## config.mk

```make
export PLATFORM = sky130hd
export DESIGN_NAME = mvu_ctrl_top
export DESIGN_NICKNAME = d
export VERILOG_FILES = /design/src/logic/mvu_ctrl_pkg.sv /design/src/logic/mvu_acc_sequencer.sv /design/src/logic/mvu_bitser_agu.sv /design/src/logic/mvu_countdown.sv /design/src/logic/mvu_ctrl_top.sv /design/src/logic/mvu_job_regs.sv
export VERILOG_INCLUDE_DIRS = /design/src /design/src/logic
export SDC_FILE = /design/constraint.sdc
export NUM_CORES = 1
export LEC_CHECK = 0
export BUFFER_PORTS_ARGS = -buffer_cell sky130_fd_sc_hd__buf_2
export CAP_MARGIN = 40
export CORE_ASPECT_RATIO = 0.8
export CORE_MARGIN = 4
export CORE_UTILIZATION = 54
export CTS_BUF_LIST = sky130_fd_sc_hd__clkbuf_8
export CTS_CLUSTER_DIAMETER = 60
export CTS_CLUSTER_SIZE = 14
export DETAILED_ROUTE_END_ITERATION = 8
export GPL_TIMING_DRIVEN = 1
export MAX_ROUTING_LAYER = met4
export PLACE_DENSITY = 0.78
export RECOVER_POWER = 25
export SKIP_CTS_REPAIR_TIMING = 1
export SYNTH_ARGS = -nofsm -noshare
export SYNTH_HDL_FRONTEND = slang
export SYNTH_SLANG_ARGS = --single-unit
export TNS_END_PERCENT = 5
```

## constraint.sdc

```tcl
create_clock -name mvu_ext -period 4.4 [get_ports mvu_ext]
set_input_delay 0.88 -clock mvu_ext [delete_from_list [all_inputs] [get_ports mvu_ext]]
set_output_delay 0.88 -clock mvu_ext [all_outputs]
set_load 0.02 [all_outputs]
```

## src/logic/mvu_ctrl_settings.svh

```systemverilog
// ########################################
// Widths and latencies of the MVU control slice
// Precision values must lie between 1 and 8
// PIPE_DELAY and SCALER_LATENCY must be at least 1
// ########################################

`ifndef MVU_CTRL_SETTINGS_SVH
`define MVU_CTRL_SETTINGS_SVH

// Width of a precision field
`define MVU_BPREC 4

// Width of weight, data and output memory addresses
`define MVU_BADDR 10

// Width of the job countdown field
`define MVU_BCNTDWN 12

// Memory read latency plus multiplier stages,
// counted from read address to accumulator control
`define MVU_PIPE_DELAY 3

// Cycles from accumulator load to output write
`define MVU_SCALER_LATENCY 2

`endif

```

## src/logic/mvu_ctrl_pkg.sv

```systemverilog
// ########################################
// Shared types of the MVU control slice
// Widths come from the settings header
// ########################################

`include "mvu_ctrl_settings.svh"

package mvu_ctrl_pkg;

    // Job configuration, latched on start
    typedef struct packed {
        logic [`MVU_BCNTDWN-1:0] countdown;   // Number of run cycles
        logic [`MVU_BPREC-1:0]   wprecision;  // Weight bits per word
        logic [`MVU_BPREC-1:0]   iprecision;  // Input data bits per word
        logic [`MVU_BADDR-1:0]   wbaseaddr;   // First weight word
        logic [`MVU_BADDR-1:0]   ibaseaddr;   // First input data word
        logic [`MVU_BADDR-1:0]   obaseaddr;   // First output word
        logic                    w_signed;    // Weights are two's complement
        logic                    d_signed;    // Data is two's complement
    } job_cfg_t;

    // Memory read request
    typedef struct packed {
        logic [`MVU_BADDR-1:0] addr;
        logic                  valid;
    } mem_req_t;

    // Shift-accumulator controls
    typedef struct packed {
        logic neg;   // Negate partial product on a sign bit
        logic sh;    // Shift before accumulating
        logic acc;   // Accumulate enable
        logic load;  // Hand the finished word to the scaler
    } acc_ctrl_t;

    // Output memory write
    typedef struct packed {
        logic [`MVU_BADDR-1:0] addr;
        logic                  strobe;
    } out_req_t;

    // Job controller states
    typedef enum logic [1:0] {
        CTRL_IDLE,
        CTRL_RUN,
        CTRL_DONE
    } ctrl_state_e;

endpackage

```

## src/logic/mvu_acc_sequencer.sv

```systemverilog
// ########################################
// Accumulator and output write sequencer
// Controls trail addresses by PIPE_DELAY cycles
// Writes trail loads by SCALER_LATENCY cycles
// ########################################

`include "mvu_ctrl_settings.svh"

module mvu_acc_sequencer (
    input  logic                    mvu_ext,
    input  logic                    rst_n,
    input  logic                    clr,
    input  logic                    run,
    input  logic                    w_msb,
    input  logic                    d_msb,
    input  logic                    word_end,
    input  mvu_ctrl_pkg::job_cfg_t  job,
    output mvu_ctrl_pkg::acc_ctrl_t acc,
    output mvu_ctrl_pkg::out_req_t  out
);

    import mvu_ctrl_pkg::*;

    localparam int PD = `MVU_PIPE_DELAY;
    localparam int SL = `MVU_SCALER_LATENCY;
    localparam int CD = PD + SL;                // Clear travels with the first word of a job

    acc_ctrl_t             ctrl_now;
    acc_ctrl_t             ctrl_q [PD];
    logic [SL-1:0]         ld_q;
    logic [CD-1:0]         clr_q;
    logic [`MVU_BADDR-1:0] ocnt;
    logic [`MVU_BADDR-1:0] oaddr;

    // Controls for the bits addressed in this cycle
    always_comb begin
        ctrl_now.neg  = run & ((job.d_signed & d_msb) ^ (job.w_signed & w_msb));
        ctrl_now.sh   = run & ~(w_msb & d_msb);   // Both at bit 0 opens a new word
        ctrl_now.acc  = run;
        ctrl_now.load = word_end;                 // Already qualified by run
    end

    // Datapath alignment
    always_ff @(posedge mvu_ext or negedge rst_n) begin
        if (!rst_n) begin
            for (int i = 0; i < PD; i++) begin
                ctrl_q[i] <= '0;
            end
        end else begin
            ctrl_q[0] <= ctrl_now;
            for (int i = 1; i < PD; i++) begin
                ctrl_q[i] <= ctrl_q[i-1];
            end
        end
    end

    assign acc = ctrl_q[PD-1];

    // Scaler latency and delayed job clear
    always_ff @(posedge mvu_ext or negedge rst_n) begin
        if (!rst_n) begin
            ld_q  <= '0;
            clr_q <= '0;
        end else begin
            ld_q[0]  <= acc.load;
            clr_q[0] <= clr;
            for (int i = 1; i < SL; i++) begin
                ld_q[i] <= ld_q[i-1];
            end
            for (int i = 1; i < CD; i++) begin
                clr_q[i] <= clr_q[i-1];
            end
        end
    end

    // The base reloads only when the new job's first write could
    // arrive, so strobes of a replaced job drain at their own addresses
    assign oaddr = clr_q[CD-1] ? job.obaseaddr : ocnt;

    always_ff @(posedge mvu_ext or negedge rst_n) begin
        if (!rst_n) begin
            ocnt <= '0;
        end else begin
            ocnt <= oaddr + {{(`MVU_BADDR-1){1'b0}}, ld_q[SL-1]};
        end
    end

    assign out = '{addr: oaddr, strobe: ld_q[SL-1]};

endmodule

```

## src/logic/mvu_bitser_agu.sv

```systemverilog
// ########################################
// Bit-serial address generator
// Walks linear words of precision bits, MSB first
// clr zeroes the walk within the same cycle
// ########################################

`include "mvu_ctrl_settings.svh"

module mvu_bitser_agu (
    input  logic                  mvu_ext,
    input  logic                  rst_n,
    input  logic                  clr,
    input  logic                  step,
    input  logic [`MVU_BPREC-1:0] precision,
    input  logic [`MVU_BADDR-1:0] baseaddr,
    output logic [`MVU_BADDR-1:0] addr,
    output logic                  msb,
    output logic                  wrap
);

    localparam int PAD = `MVU_BADDR - `MVU_BPREC;

    logic [`MVU_BPREC-1:0] bidx_q;      // Bit position within the word, 0 is MSB
    logic [`MVU_BPREC-1:0] bidx_cur;
    logic [`MVU_BADDR-1:0] off_q;       // Start of the current word
    logic [`MVU_BADDR-1:0] off_cur;
    logic [`MVU_BADDR-1:0] bidx_ext;
    logic [`MVU_BADDR-1:0] prec_ext;
    logic                  last;

    // A clear takes effect in its own cycle so the first
    // address of a job is already the base address
    assign bidx_cur = clr ? '0 : bidx_q;
    assign off_cur  = clr ? '0 : off_q;

    assign bidx_ext = {{PAD{1'b0}}, bidx_cur};
    assign prec_ext = {{PAD{1'b0}}, precision};
    assign last     = (bidx_cur == precision - 1'b1);

    always_ff @(posedge mvu_ext or negedge rst_n) begin
        if (!rst_n) begin
            bidx_q <= '0;
            off_q  <= '0;
        end else if (step) begin
            if (last) begin
                bidx_q <= '0;
                off_q  <= off_cur + prec_ext;   // Next word
            end else begin
                bidx_q <= bidx_cur + 1'b1;
                off_q  <= off_cur;
            end
        end else begin
            bidx_q <= bidx_cur;
            off_q  <= off_cur;
        end
    end

    assign addr = baseaddr + off_cur + bidx_ext;
    assign msb  = (bidx_cur == '0);
    assign wrap = step & last;                  // Only flags a bit that is actually consumed

endmodule

```

## src/logic/mvu_countdown.sv

```systemverilog
// ########################################
// Job run controller
// countdown of 0 behaves like 1
// A new start_q restarts a running job
// ########################################

`include "mvu_ctrl_settings.svh"

module mvu_countdown (
    input  logic                    mvu_ext,
    input  logic                    rst_n,
    input  logic                    start_q,
    input  logic [`MVU_BCNTDWN-1:0] countdown,
    output logic                    run,
    output logic                    done,
    output logic                    irq
);

    import mvu_ctrl_pkg::*;

    ctrl_state_e             state, state_d;
    logic [`MVU_BCNTDWN-1:0] cnt, cnt_d;       // Run cycles left after the current one
    logic                    irq_q;

    always_comb begin
        state_d = state;
        cnt_d   = cnt;
        case (state)
            CTRL_RUN: begin
                if (cnt == '0) begin
                    state_d = CTRL_DONE;       // Last run cycle
                end else begin
                    cnt_d = cnt - 1'b1;
                end
            end
            CTRL_DONE: state_d = CTRL_IDLE;
            default: state_d = state;
        endcase
        if (start_q) begin                     // First run cycle is the start_q cycle itself
            cnt_d   = countdown - 2'd2;
            state_d = (countdown > 1) ? CTRL_RUN : CTRL_DONE;
        end
    end

    always_ff @(posedge mvu_ext or negedge rst_n) begin
        if (!rst_n) begin
            state <= CTRL_IDLE;
            cnt   <= '0;
            irq_q <= 1'b0;
        end else begin
            state <= state_d;
            cnt   <= cnt_d;
            irq_q <= (state_d == CTRL_DONE) | (irq_q & ~start_q);
        end
    end

    assign run  = start_q | (state == CTRL_RUN);
    assign done = (state == CTRL_DONE);
    assign irq  = irq_q & ~start_q;            // Drops as soon as the next job is taken

endmodule

```

## src/logic/mvu_ctrl_top.sv

```systemverilog
// ########################################
// MVU control slice, single unit
// start is a one-cycle strobe, no back-pressure
// ########################################

`include "mvu_ctrl_settings.svh"

module mvu_ctrl_top (
    input  logic                    mvu_ext,
    input  logic                    rst_n,
    input  logic                    start,
    input  mvu_ctrl_pkg::job_cfg_t  cfg,
    output mvu_ctrl_pkg::mem_req_t  wreq,
    output mvu_ctrl_pkg::mem_req_t  dreq,
    output mvu_ctrl_pkg::acc_ctrl_t acc,
    output mvu_ctrl_pkg::out_req_t  out,
    output logic                    done,
    output logic                    irq
);

    import mvu_ctrl_pkg::*;

    job_cfg_t              job;
    logic                  start_q;
    logic                  run;
    logic [`MVU_BADDR-1:0] w_addr;
    logic [`MVU_BADDR-1:0] d_addr;
    logic                  w_msb;
    logic                  d_msb;
    logic                  w_wrap;     // Last weight bit, steps the data walk
    logic                  d_wrap;     // Last bit of a whole word

    mvu_job_regs u_job_regs (
        .mvu_ext (mvu_ext),
        .rst_n   (rst_n),
        .start   (start),
        .cfg     (cfg),
        .job     (job),
        .start_q (start_q)
    );

    mvu_countdown u_countdown (
        .mvu_ext   (mvu_ext),
        .rst_n     (rst_n),
        .start_q   (start_q),
        .countdown (job.countdown),
        .run       (run),
        .done      (done),
        .irq       (irq)
    );

    // Weight bits form the inner loop
    mvu_bitser_agu u_wagu (
        .mvu_ext   (mvu_ext),
        .rst_n     (rst_n),
        .clr       (start_q),
        .step      (run),
        .precision (job.wprecision),
        .baseaddr  (job.wbaseaddr),
        .addr      (w_addr),
        .msb       (w_msb),
        .wrap      (w_wrap)
    );

    mvu_bitser_agu u_dagu (
        .mvu_ext   (mvu_ext),
        .rst_n     (rst_n),
        .clr       (start_q),
        .step      (w_wrap),
        .precision (job.iprecision),
        .baseaddr  (job.ibaseaddr),
        .addr      (d_addr),
        .msb       (d_msb),
        .wrap      (d_wrap)
    );

    mvu_acc_sequencer u_acc_seq (
        .mvu_ext  (mvu_ext),
        .rst_n    (rst_n),
        .clr      (start_q),
        .run      (run),
        .w_msb    (w_msb),
        .d_msb    (d_msb),
        .word_end (d_wrap),
        .job      (job),
        .acc      (acc),
        .out      (out)
    );

    assign wreq = '{addr: w_addr, valid: run};
    assign dreq = '{addr: d_addr, valid: run};

endmodule

```

## src/logic/mvu_job_regs.sv

```systemverilog
// ########################################
// Job configuration latch
// cfg must be valid in the cycle start is high
// Reset job has precision 1 and zero addresses
// ########################################

`include "mvu_ctrl_settings.svh"

module mvu_job_regs (
    input  logic                   mvu_ext,
    input  logic                   rst_n,
    input  logic                   start,
    input  mvu_ctrl_pkg::job_cfg_t cfg,
    output mvu_ctrl_pkg::job_cfg_t job,
    output logic                   start_q
);

    import mvu_ctrl_pkg::*;

    // Harmless job seen before the first start
    localparam job_cfg_t JOB_RESET = '{
        countdown:  '0,
        wprecision: `MVU_BPREC'(1),
        iprecision: `MVU_BPREC'(1),
        wbaseaddr:  '0,
        ibaseaddr:  '0,
        obaseaddr:  '0,
        w_signed:   1'b0,
        d_signed:   1'b0
    };

    // The start pulse trails the strobe by one cycle so that
    // everything downstream sees the new job already in place
    always_ff @(posedge mvu_ext or negedge rst_n) begin
        if (!rst_n) begin
            start_q <= 1'b0;
        end else begin
            start_q <= start;
        end
    end

    always_ff @(posedge mvu_ext or negedge rst_n) begin
        if (!rst_n) begin
            job <= JOB_RESET;
        end else if (start) begin
            job <= cfg;                   // Hold until next start
        end
    end

endmodule

```

# --- After elaboration in Yosys (flattened, before gate mapping) ---
# Index checks and enable logic that the tools add are counted.
op_classes:
  n_addsub: 13
  magnitude_cmp: 1
  n_eq_ne: 6
  muxes: 20
  n_bitwise: 13
  reduce_logical: 5
op_table:
  columns: ["cell", "n"]
  rows:
  - ["$mux 10", 7]
  - ["$add 10x4->10", 4]
  - ["$mux 12", 3]
  - ["$mux 4", 6]
  - ["$add 10x10->10", 2]
  - ["$gt 12x1->1 const B", 1]
  - ["$logic_not 12->1", 1]
  - ["$sub 12x1->12 const B", 1]
  - ["$sub 12x2->12 const B", 1]
  - ["$add 10x1->10", 1]
  - ["$add 4x1->4 const B", 2]
  - ["$and 1x1->1", 8]
  - ["$eq 4x4->1", 2]
  - ["$logic_not 4->1", 2]
  - ["$sub 4x1->4 const B", 2]
  - ["$mux 2", 3]
  - ["$eq 2x2->1 const B", 2]
  - ["$pmux 2 s2", 1]
  - ["$eq 2x1->1 const B", 1]
  - ["$ne 2x2->1 const B", 1]
  - ["$not 1->1", 2]
  - ["$or 1x1->1", 2]
  - ["$reduce_and 2->1", 1]
  - ["$reduce_bool 2->1", 1]
  - ["$xor 1x1->1", 1]
word_totals:
  ff_bits: 125
  out_inout_bits: 39
  word_cells: 89

# --- Logic depth before layout (Yosys ltp) ---
# Gate-level depths: netlist of the first run.
logic_depth:
  word_depth: 6
  mapped_depth: 17
  mapped_depth_nobuf: 13

# --- By module ---
# From an unflattened synthesis of the first run, not the netlist that was laid out.
hier_totals:
  cells_unflattened: 622
  hier_area_um2: 7490.9
by_module_without_submodules:
  columns: ["module", "instances", "cells_per_inst", "area_each_um2", "seq_area_each_um2"]
  rows:
  - ["mvu_job_regs", 1, 111, 2213.4, 1328.8]
  - ["mvu_bitser_agu at u_wagu", 1, 153, 1536.5, 350.3]
  - ["mvu_bitser_agu at u_dagu", 1, 151, 1457.6, 350.3]
  - ["mvu_acc_sequencer", 1, 83, 1174.9, 725.7]
  - ["mvu_countdown", 1, 122, 1093.5, 375.4]
  - ["mvu_ctrl_top", 1, 2, 15.0, 0.0]

# --- Worst setup path before layout of the first run ---
# No wires, ideal clock.
synth_timing:
  kind: "register -> output"
  from: "register u_job_regs.start_q"
  to: "output dreq[10] (netlist name)"
  arrival_time_ns: 3.581
  required_time_ns: 3.520
  path_slack_ns: -0.061
  stages_incl_launch_ff: 16
  n_path_buf: 4
  cell_sequence: "dfrtp_1 > buf_6 > buf_6 > clkbuf_1 > clkbuf_1 > nand2b_1 > fa_1 > inv_1 > ha_1 > fa_1 > a21o_1 > a21oi_1 > nor2_1 > a211oi_1 > a21oi_1 > xnor2_1"
synth_lines:
  columns: ["element", "line", "source"]
  rows:
  - ["from (decl)", "mvu_job_regs.sv:15", "output logic start_q"]
  - ["from (signal assigned)", "mvu_job_regs.sv:38", "start_q <= start;"]
  - ["to (decl)", "mvu_ctrl_top.sv:14", "output mvu_ctrl_pkg::mem_req_t dreq,"]

==> results.py, run 1 <==
metrics = {
    "run_status": {
        "status": "finished with violations",
        "violations": "capacitance limit, slew limit",
    },
    "layout": {
        "final_util_pct": 67.0,
        "final_cells": 924,
        "multi_input_area_um2": 3700,
        "layout-drive-gt1-share_pct": 32.0,
        "synthToLayoutAreaGrowth_pct": 19.0,
        "nFillCells": 952,
        "layout.area.seq_um2": 3130,
        "final_nets": 851,
        "diodes": 0,
    },
    "routing": {
        "drtIter0Drc": 250,
        "vias": 5044,
        "routed_via_density": 5.46,
        "routed.top_layer": "met4",
        "first_pass_iters": 5,
        "dr_wl_met3_um": 826,
        "drcViolationCount": 0,
        "wl_per_cell_um": 16.2,
        "drt-total-wl_um": 15000,
        "met1_length_um": 6970,
        "ant_nets": 0,
        "met2_length_um": 7010,
    },
    "sta": {
        "fin_crit_ns": 4.29,
        "rsz0062_at_grt": "true",
        "tightest_slew_ns": 1.96,
        "clock_skew_ns": 0.0142,
        "slew_headroom_pct": -30.6,
        "drv_slew": 36,
        "setup_violations": 0,
        "max_freq_mhz": 233,
        "hold_viol": 0,
        "min_period_over_period_pct": 97.6,
        "timing.hold.ws_ns": 0.345,
    },
    "setup_path": {
        "rr_startpoint": "u_job_regs.job[36]$_DFFE_PN1P_",
        "crit_path_start_kind": "register",
        "cp_max_fo": 6,
        "cp.required_ns": 3.52,
        "end_kind": "output port",
        "critPathKind": "reg2out",
        "crit_arrival_ns": 3.41,
        "crit_start": "u_job_regs.start_q$_DFF_PN0_",
    },
    "synthesis": {
        "ys.flop_type": "dfrtp_1",
        "syn_avg_cell_area_um2": 11.0,
        "syn_area_um2": 7000,
        "ys_seq_area_share_pct": 44.7,
        "synth_seq_cells": 125,
        "synthArstFlopShare_pct": 100,
        "synth_area_leaders": "dfrtp_1 (44%), mux2_2 (8.4%), ha_1 (8.2%), xnor2_1 (5.9%), fa_1 (2.9%)",
        "synth_nets": 746,
        "synth_edf_count": 0,
        "synth_top_cell_area_share_pct": 44.0,
        "synth_area_leader_cell": "dfrtp_1",
        "ys_warn_count": 0,
        "synth_cells": 635,
        "synth.distinct_cells": 65,
    },
    "power": {
        "ir_drop_uv": 245,
        "p_seq_share_pct": 42.8,
        "fin_total_pwr_uw": 3260,
        "pwr-share-clk_pct": 35.3,
        "p_leak_uw": 0.00399,
        "p_switching_uw": 968,
        "p_sw_share_pct": 29.7,
        "power.internal_uw": 2290,
        "power_density_nw_per_um2": 391,
        "combPwrFrac_pct": 21.9,
    },
    "die": {
        "die_h_um": 110,
        "fp-row-count": 36,
        "die_area_um2": 14900,
        "boundaryPins": 94,
        "core_area_um2": 12400,
        "die_w_um": 135,
        "initial_utilization_pct": 56.3,
    },
    "clocking": {
        "worstSkewPairLatency_ns": 0.45,
        "cts_htree_levels": 4,
        "cts-root-buf": "clkbuf_8",
        "clock-sinks": 125,
        "numCtsBuffers": 17,
        "cts.clk_slew.worst_paths_ns": 0.08,
        "clock_path_buffers": 2,
        "cts_tree": "yes",
    },
    "placed_design": {
        "io_buffers": 93,
        "place_congestion": 0.891,
        "dp_cells": 880,
        "dp_hpwl_um": 10500,
    },
    "grt": {
        "grt_pass1_wl_um": 24900,
        "grt_pass1_vias": 5126,
        "grt_overflow": 0,
        "antenna_found_initial": 0,
        "grt_max_degree": 44,
        "grt.total_usage_pct": 21.9,
    },
    "flow_run": {
        "cap_violations": 1,
    },
    "min_path": {
        "hp-start": "u_acc_seq.ctrl_q[8]$_DFF_PN0_",
        "hp-class": "reg2reg",
    },
}
registers in the layout (all words and copies together), names as in the netlist:
signal / flops
u_dagu.bidx_q: 4
u_acc_seq.ld_q: 2
u_acc_seq.clr_q: 5
u_job_regs.start_q: 1
u_acc_seq.ctrl_q: 8
u_countdown.irq_q: 1
u_wagu.off_q: 10
u_dagu.off_q: 10
u_countdown.cnt: 12
u_wagu.bidx_q: 4
u_acc_seq.ocnt: 10
u_acc_seq.acc: 4
u_job_regs.job: 52
u_countdown.state: 2
routing by layer:
metal,vias to the layer above,GRT usage [%]
met3,22,5.58
met2,150,33.5
met5,-,-
met4,0,6.69
li1,2401,-
met1,2471,29.1
cell usage after synthesis (all sizes together), types with 5 or more instances:
cell    instances
or3             5
nor2           36
nor2b          24
nand3           5
dfrtp         123
o21ai          24
xor2           21
nand2          42
a211oi          7
or4             5
nor4           10
fa             10
buf            17
xnor2          47
ha             46
nor3           12
a21o           13
inv            37
mux2           54
nand4           7
nand2b         11
a21oi          16
clkbuf         13
mux2i           5
cell type report:
type	instances	share of cell area, %
Clock buffer	22	3.64
Sequential cell	125	37.6
Clock inverter	10	1.91
Multi-Input combinational cell	443	44.4
Tap cell	171	2.57
Timing Repair Buffer	116	8.17
Inverter	37	1.67
power by group through the flow:
stage	clock (uW)	sequential (uW)	combinational, uW
floorplan	0	1370	515
global placement	0	1400	660
detailed placement	0	1410	686
CTS	1170	1390	693
global route	1230	1410	787
finish	1150	1390	714
critical path: stages (launching register included):
cell      delay (ns)
dfrtp_4         0.52
nand2b_1        0.18
inv_1           0.15
fa_2            0.49
ha_1            0.32
a21o_1          0.19
a21oi_2         0.17
o21ai_1         0.11
or4_1           0.39
o311ai_0        0.13
xnor2_1         0.17
buf_4           0.16
metrics by stage:
step                      setup WS [ns]  TNS (ns)  instance area, um2
after global routing            -0.0440    -0.130                8330
final                             0.108         0                8330
after CTS                        -0.255    -0.897                8100
after detailed placement          0.241         0                7640
after floorplan                  0.0209         0                7010
after global placement            0.314         0                7610
final timing paths:
path                                                 end  slack [ns]  cells past startpoint
max                                              dreq[9]        0.11                     11
min                        u_acc_seq.ctrl_q[4]$_DFF_PN0_        0.34                      0
max reg2reg                    u_wagu.off_q[9]$_DFF_PN0_        1.41                      7
max in group asynchronous   u_job_regs.start_q$_DFF_PN0_        1.93                      3
min in group asynchronous     u_acc_seq.acc[1]$_DFF_PN0_        0.98                      1
min reg2reg                u_acc_seq.ctrl_q[4]$_DFF_PN0_        0.34                      0
logic make-up after synthesis:
kind of cell / synth area share (%)
compound gates: 8.14
xor+xnor: 9.15
fa+ha+maj: 11.1
buf+inv: 4.29
flops: 44.7
mux: 9.40
simple gates: 13.2
cell usage in the layout, fill, tap and decap left out, types with 4 or more instances in the layout:
cell type and n:
a211oi_1 6, a21o_1 13, a21oi_1 12, a21oi_2 4, buf_2 89, buf_4 23, bufinv_16 4, clkbuf_8 22
dfrtp_1 122, fa_1 7, ha_1 42, inv_1 34, mux2_2 52, mux2i_1 5, nand2_1 42, nand2b_1 9
nand3_1 5, nand4_1 7, nor2_1 33, nor2b_1 18, nor3_1 10, nor4_1 10, o21ai_0 14, o21ai_1 9
or3_1 5, or4_1 5, xnor2_1 46, xor2_1 20
No activity file was read; power rests on OpenSTA's default activity.
==> run 2: changes to the inputs <==
Settings changed: CORE_UTILIZATION 54 to 55, PLACE_DENSITY 0.78 to 0.79, SYNTH_HIERARCHICAL set to 1.
==> run 2 against run 1 <==
  * The run now ends clean
  * Sequential share of layout area down 1.1 points
  * First-iteration DRC count up 52%
  * Critical path depth up 3
  * Utilization down 1.6 points
  * Synthesized area up 7.0%
  * Hold slack better by 0.0068 ns
  * Critical endpoint is now dreq[10]
  * Largest power group unchanged
==> results.py, run 2 <==
metrics = {
    "run_status": {
        "status": "complete, no violations",
    },
    "synthesis": {
        "synthArstFlopShare_pct": 100,
        "synth_top_cell_area_share_pct": 41.1,
        "synth_seq_cells": 125,
        "syn_area_um2": 7490,
        "synth_area_leaders": "dfrtp_1 (41%), mux2_4 (10%), ha_1 (8.0%), xnor2_1 (4.8%), xor2_1 (2.8%)",
        "ys.flop_type": "dfrtp_1",
        "synth_nets": 733,
        "ys_seq_area_share_pct": 41.8,
        "yosysMostFrequentCell": "dfrtp_1",
        "synth_edf_count": 0,
        "synth_cells": 622,
        "ys_warn_count": 6,
        "syn_avg_cell_area_um2": 12.0,
        "synth.distinct_cells": 75,
        "synth_area_leader_cell": "dfrtp_1",
        "synth_common_cells": "dfrtp_1 (123), mux2_4 (51), ha_1 (48), xnor2_1 (41), nor2_1 (40)",
    },
    "grt": {
        "grt_max_degree": 56,
        "grt_pass1_vias": 5317,
        "grt_pass1_wl_um": 26400,
        "grt_overflow": 0,
        "grt.total_usage_pct": 21.6,
        "antenna_found_initial": 0,
    },
    "die": {
        "fp-row-count": 37,
        "initial_utilization_pct": 57.2,
        "core_area_um2": 13100,
        "die_area_um2": 15600,
        "die_h_um": 112,
        "boundaryPins": 94,
        "die_w_um": 138,
    },
    "setup_path": {
        "max_stage_delay_ns": 0.53,
        "crit_path_start_kind": "register",
        "crit_arrival_ns": 3.42,
        "crit_slowest_cell": "dfrtp_4",
        "critPathKind": "reg2out",
        "end_kind": "output port",
        "cp.required_ns": 3.52,
        "cp_max_fo": 6,
        "path_cells": "buf_6 -> nor2b_4 -> inv_1 -> xnor2_1 -> ha_1 -> a21o_1 -> ha_1 -> fa_2 -> a21o_1 -> a211oi_2 -> nor2_1 -> o22ai_1 -> xnor2_1 -> buf_4",
    },
    "sta": {
        "setup_violations": 0,
        "min_period_over_period_pct": 97.7,
        "tightest_slew_ns": 1.13,
        "fin_ws_ns": 0.100,
        "clock_skew_ns": 0.0151,
        "rsz0062_at_grt": "true",
        "timing.hold.ws_ns": 0.352,
        "fin_setup_tns_ns": 0,
        "max_freq_mhz": 233,
        "drv_slew": 0,
        "slew_headroom_pct": 24.5,
        "fin_crit_ns": 4.30,
        "hold_viol": 0,
    },
    "flow_run": {
        "cap_violations": 0,
    },
    "layout": {
        "regMostFlops": "u_job_regs/job",
        "final_util_pct": 65.4,
        "layout-drive-gt1-share_pct": 34.0,
        "diodes": 0,
        "final_nets": 833,
        "largest_registers": "u_job_regs/job x52, u_countdown/cnt x12",
        "layout_common_cells": "dfrtp_1 (122), buf_2 (90), mux2_4 (51)",
        "mostFrequentLayoutCell": "dfrtp_1",
        "synthToLayoutAreaGrowth_pct": 14.4,
        "largest_reg_flops": 52,
    },
    "routing": {
        "drtIter0Drc": 379,
        "ant_nets": 0,
        "drcViolationCount": 0,
        "wl_per_cell_um": 17.8,
        "drt-total-wl_um": 16200,
        "vias": 5138,
        "first_pass_iters": 5,
        "routed_via_density": 5.65,
    },
    "power": {
        "p_leak_uw": 0.00421,
        "ir_drop_uv": 217,
        "power_density_nw_per_um2": 393,
        "fin_total_pwr_uw": 3370,
    },
    "clocking": {
        "clock_path_buffers": 2,
        "clock-sinks": 125,
        "cts-root-buf": "clkbuf_8",
        "cts.clk_slew.worst_paths_ns": 0.08,
        "cts_tree": "yes",
        "numCtsBuffers": 17,
        "worstSkewPairLatency_ns": 0.44,
        "cts_htree_levels": 4,
    },
    "placed_design": {
        "post-place-ws_ns": 0.287,
        "place_congestion": 0.903,
        "io_buffers": 93,
        "dp_hpwl_um": 11700,
    },
    "min_path": {
        "hp-class": "reg2reg",
    },
}
==> run 2: cell types whose count changed after synthesis, sizes merged, moves of 6 or more <==
| cell | before | now |
|---|---|---|
| clkbuf | 13 | 6 |
| inv | 37 | 24 |
| mux2 | 54 | 67 |
| nand2 | 42 | 29 |
| nand2b | 11 | 2 |
| nor3 | 12 | 20 |
| nor3b | 0 | 6 |
| o21ai | 24 | 17 |
| xnor2 | 47 | 41 |
==> run 2: area by class of cell <==
cell class | count | area [um2]
clock inverter | 15 | 201
clock buffer | 17 | 234
tap | 175 | 219
sequential | 125 | 3130
multi-input combinational | 446 | 4060
fill | 997 | 4530
timing repair buffer | 108 | 629
inverter | 24 | 92.6
==> run 2: power breakdown <==
| group | internal (uW) | total [uW] | switching [uW] | leakage (uW) |
|---|---|---|---|---|
| logic | 384 | 840 | 456 | 0.00248 |
| registers | 1290 | 1420 | 132 | 0.00152 |
| clock network | 582 | 1110 | 528 | 0.000211 |
==> run 2: metrics by stage <==
stage / cell area, um2 / std cells
floorplan: 7490 / 622
global placement: 7960 / 868
detailed placement: 8020 / 871
CTS: 8450 / 903
global route: 8570 / 910
finish: 8570 / 910
==> run 2: worst max-delay path, delay by kind of cell, from the launching register on <==
kind	cells	cell delay, ns
AO/OA/AOI/OAI	4	0.76
XOR/XNOR	2	0.28
AND/OR/NAND/NOR	2	0.22
flip-flops	1	0.53
adder cells (fa/ha/maj)	3	0.79
buffers and inverters	3	0.40
==> run 2: logic make-up (layout without fill, tap and decap cells) <==
family | Yosys count | count (layout) | synth area share, %
simple gates | 176 | 176 | 14.5
flops | 125 | 125 | 41.8
compound gates | 78 | 78 | 7.72
mux | 69 | 69 | 12.9
xor+xnor | 67 | 67 | 8.20
fa+ha+maj | 56 | 56 | 10.2
buf+inv | 51 | 164 | 4.74
==> run 2: worst paths after layout <==
check	slack, ns	endpoint	from	depth (start not counted)
worst max-delay path	0.10	dreq[10]	u_job_regs/start_q$_DFF_PN0_	14
worst min-delay path	0.35	u_acc_seq/clr_q[1]$_DFF_PN0_	u_acc_seq/clr_q[0]$_DFF_PN0_	0
worst max register to register	0.40	u_dagu/off_q[5]$_DFF_PN0_	u_job_regs/start_q$_DFF_PN0_	15
worst min register to register	0.35	u_acc_seq/clr_q[1]$_DFF_PN0_	u_acc_seq/clr_q[0]$_DFF_PN0_	0
max in group asynchronous	2.58	u_acc_seq/ld_q[0]$_DFF_PN0_	rst_n	3
min in group asynchronous	0.63	u_job_regs/job[49]$_DFFE_PN0P_	rst_n	1
==> run 2: layer usage <==
metal	part of all wire, %	up-vias	GRT usage, %
met5	0	-	-
li1	-	2409	-
met2	48	173	34.0
met1	44	2542	28.2
met4	1.0	0	7.04
met3	6.1	14	4.47
==> run 3: changes to the inputs <==
Settings changed: BUFFER_PORTS_ARGS -buffer_cell sky130_fd_sc_hd__buf_2 to -buffer_cell sky130_fd_sc_hd__buf_4.
==> run 3 against run 2 <==
  * Cell count is 0.44% lower
  * Cell area increased by 1.8%
  * Register-to-register slack better by 0.20 ns
  * Sequential cell count did not move
  * Largest cell class unchanged
==> results.py, run 3 (synthesized netlist as in run 2, its figures left out) <==
metrics = {
    "layout": {
        "layout-drive-gt1-share_pct": 33.8,
        "synthToLayoutAreaGrowth_pct": 16.5,
        "largest_registers": "u_job_regs/job x52, u_countdown/cnt x12",
        "nFillCells": 998,
        "largest_reg_flops": 52,
        "regMostFlops": "u_job_regs/job",
        "multi_input_area_um2": 4060,
        "layout_common_cells": "dfrtp_1 (122), buf_4 (98), mux2_4 (51)",
        "final_cell_area_um2": 8720,
        "final_nets": 829,
        "layout.area.seq_um2": 3130,
        "diodes": 0,
        "mostFrequentLayoutCell": "dfrtp_1",
    },
    "die": {
        "boundaryPins": 94,
        "die_w_um": 138,
        "core_area_um2": 13100,
        "die_area_um2": 15600,
        "initial_utilization_pct": 57.2,
        "fp-row-count": 37,
        "die_h_um": 112,
    },
    "clocking": {
        "cts_htree_levels": 4,
        "worstSkewPairLatency_ns": 0.43,
        "cts-root-buf": "clkbuf_8",
        "cts.clk_slew.worst_paths_ns": 0.08,
        "clock_path_buffers": 2,
        "cts_tree": "yes",
        "clock-sinks": 125,
        "numCtsBuffers": 17,
    },
    "grt": {
        "grt_max_degree": 56,
        "grt_overflow": 0,
        "grt_pass1_wl_um": 26700,
        "grt_pass1_vias": 5402,
        "grt.total_usage_pct": 21.7,
        "antenna_found_initial": 0,
    },
    "placed_design": {
        "dp_hpwl_um": 11900,
        "dpl-instance-area_um2": 8260,
        "post-place-ws_ns": 0.278,
        "place_congestion": 0.866,
        "io_buffers": 93,
    },
    "setup_path": {
        "crit_arrival_ns": 3.38,
        "crit_path_start_kind": "register",
        "cp_max_fo": 7,
        "end_kind": "output port",
        "cp.required_ns": 3.52,
        "critPathKind": "reg2out",
    },
    "power": {
        "p_seq_share_pct": 43.3,
        "p_switching_uw": 1090,
        "p_leak_uw": 0.00425,
        "ir_drop_uv": 254,
        "combPwrFrac_pct": 27.2,
        "pwr-share-clk_pct": 29.5,
        "fin_total_pwr_uw": 3290,
        "p_sw_share_pct": 33.2,
        "power.internal_uw": 2200,
        "power_density_nw_per_um2": 377,
    },
    "sta": {
        "fin_setup_tns_ns": 0,
        "setup_violations": 0,
        "fin_crit_ns": 4.26,
        "min_period_over_period_pct": 96.8,
        "tightest_slew_ns": 1.19,
        "clock_skew_ns": 0.0103,
        "fin_ws_ns": 0.140,
        "max_freq_mhz": 235,
        "drv_slew": 0,
        "slew_headroom_pct": 20.7,
        "hold_viol": 0,
    },
    "routing": {
        "drt-total-wl_um": 16200,
        "ant_nets": 0,
        "routed_via_density": 5.67,
        "wl_per_cell_um": 17.9,
        "vias": 5140,
        "drcViolationCount": 0,
        "drtIter0Drc": 453,
        "first_pass_iters": 5,
    },
    "run_status": {
        "status": "complete, no violations",
    },
    "flow_run": {
        "cap_violations": 0,
    },
    "min_path": {
        "hp-class": "reg2reg",
    },
}
## run 3: cell count changes in the layout (fill, tap and decap cells not counted), moves of 2 or more
| cell | before | now |
|---|---|---|
| buf_2 | 90 | 0 |
| buf_4 | 12 | 98 |
| bufinv_16 | 3 | 1 |
| clkinv_2 | 0 | 3 |
| inv_6 | 3 | 5 |
| inv_8 | 4 | 1 |
## run 3: final timing paths
path	start	slack, ns	endpoint	cells after the start
min	u_acc_seq/ctrl_q[4]$_DFF_PN0_	0.35	u_acc_seq/acc[0]$_DFF_PN0_	0
min reg2reg	u_acc_seq/ctrl_q[4]$_DFF_PN0_	0.35	u_acc_seq/acc[0]$_DFF_PN0_	0
max in group asynchronous	rst_n	2.84	u_job_regs/job[36]$_DFFE_PN1P_	2
min in group asynchronous	rst_n	0.67	u_job_regs/job[49]$_DFFE_PN0P_	1
max reg2reg	u_job_regs/start_q$_DFF_PN0_	0.60	u_dagu/off_q[5]$_DFF_PN0_	15
max	u_job_regs/start_q$_DFF_PN0_	0.14	wreq[10]	13
## run 3: per-layer routing
layer	GRT usage, %	wire length, um
met5	-	0
met1	29.1	7490
met3	4.94	770
met2	33.4	7710
met4	6.12	248
## run 3: area by class of cell
class                           count  share of cell area (%)
Timing Repair Buffer              104                    9.59
Sequential cell                   125                    35.9
Clock buffer                       18                    2.84
Tap cell                          175                    2.51
Clock inverter                     14                    1.52
Multi-Input combinational cell    446                    46.6
Inverter                           24                    1.06
## run 3: power groups by stage
stage | clock, uW | sequential, uW | combinational, uW
3_3_place_gp | 0 | 1430 | 840
4_1_cts | 991 | 1420 | 882
3_5_place_dp | 0 | 1440 | 876
5_1_grt | 1050 | 1440 | 970
2_1_floorplan | 0 | 1390 | 647
6_report | 969 | 1430 | 895
## run 3: critical path, stage by stage, from the launching register on
cell and delay [ns]:
dfrtp_4 0.54, buf_4 0.19, nor2b_2 0.16, xor2_1 0.09, ha_1 0.19, a21o_1 0.15, ha_1 0.21, fa_2 0.37
a21o_1 0.22, a211oi_2 0.26, o21ai_0 0.13, o21ai_0 0.12, xnor2_1 0.16, buf_4 0.17
## run 3: through the flow
stage                     cells  hold WS (ns)  util, %
after floorplan             622         0.331        -
after global placement      868         0.333     62.6
after detailed placement    871         0.335     63.0
after CTS                   903         0.308     65.9
after global routing        906         0.355     66.6
final                       906         0.349     66.6
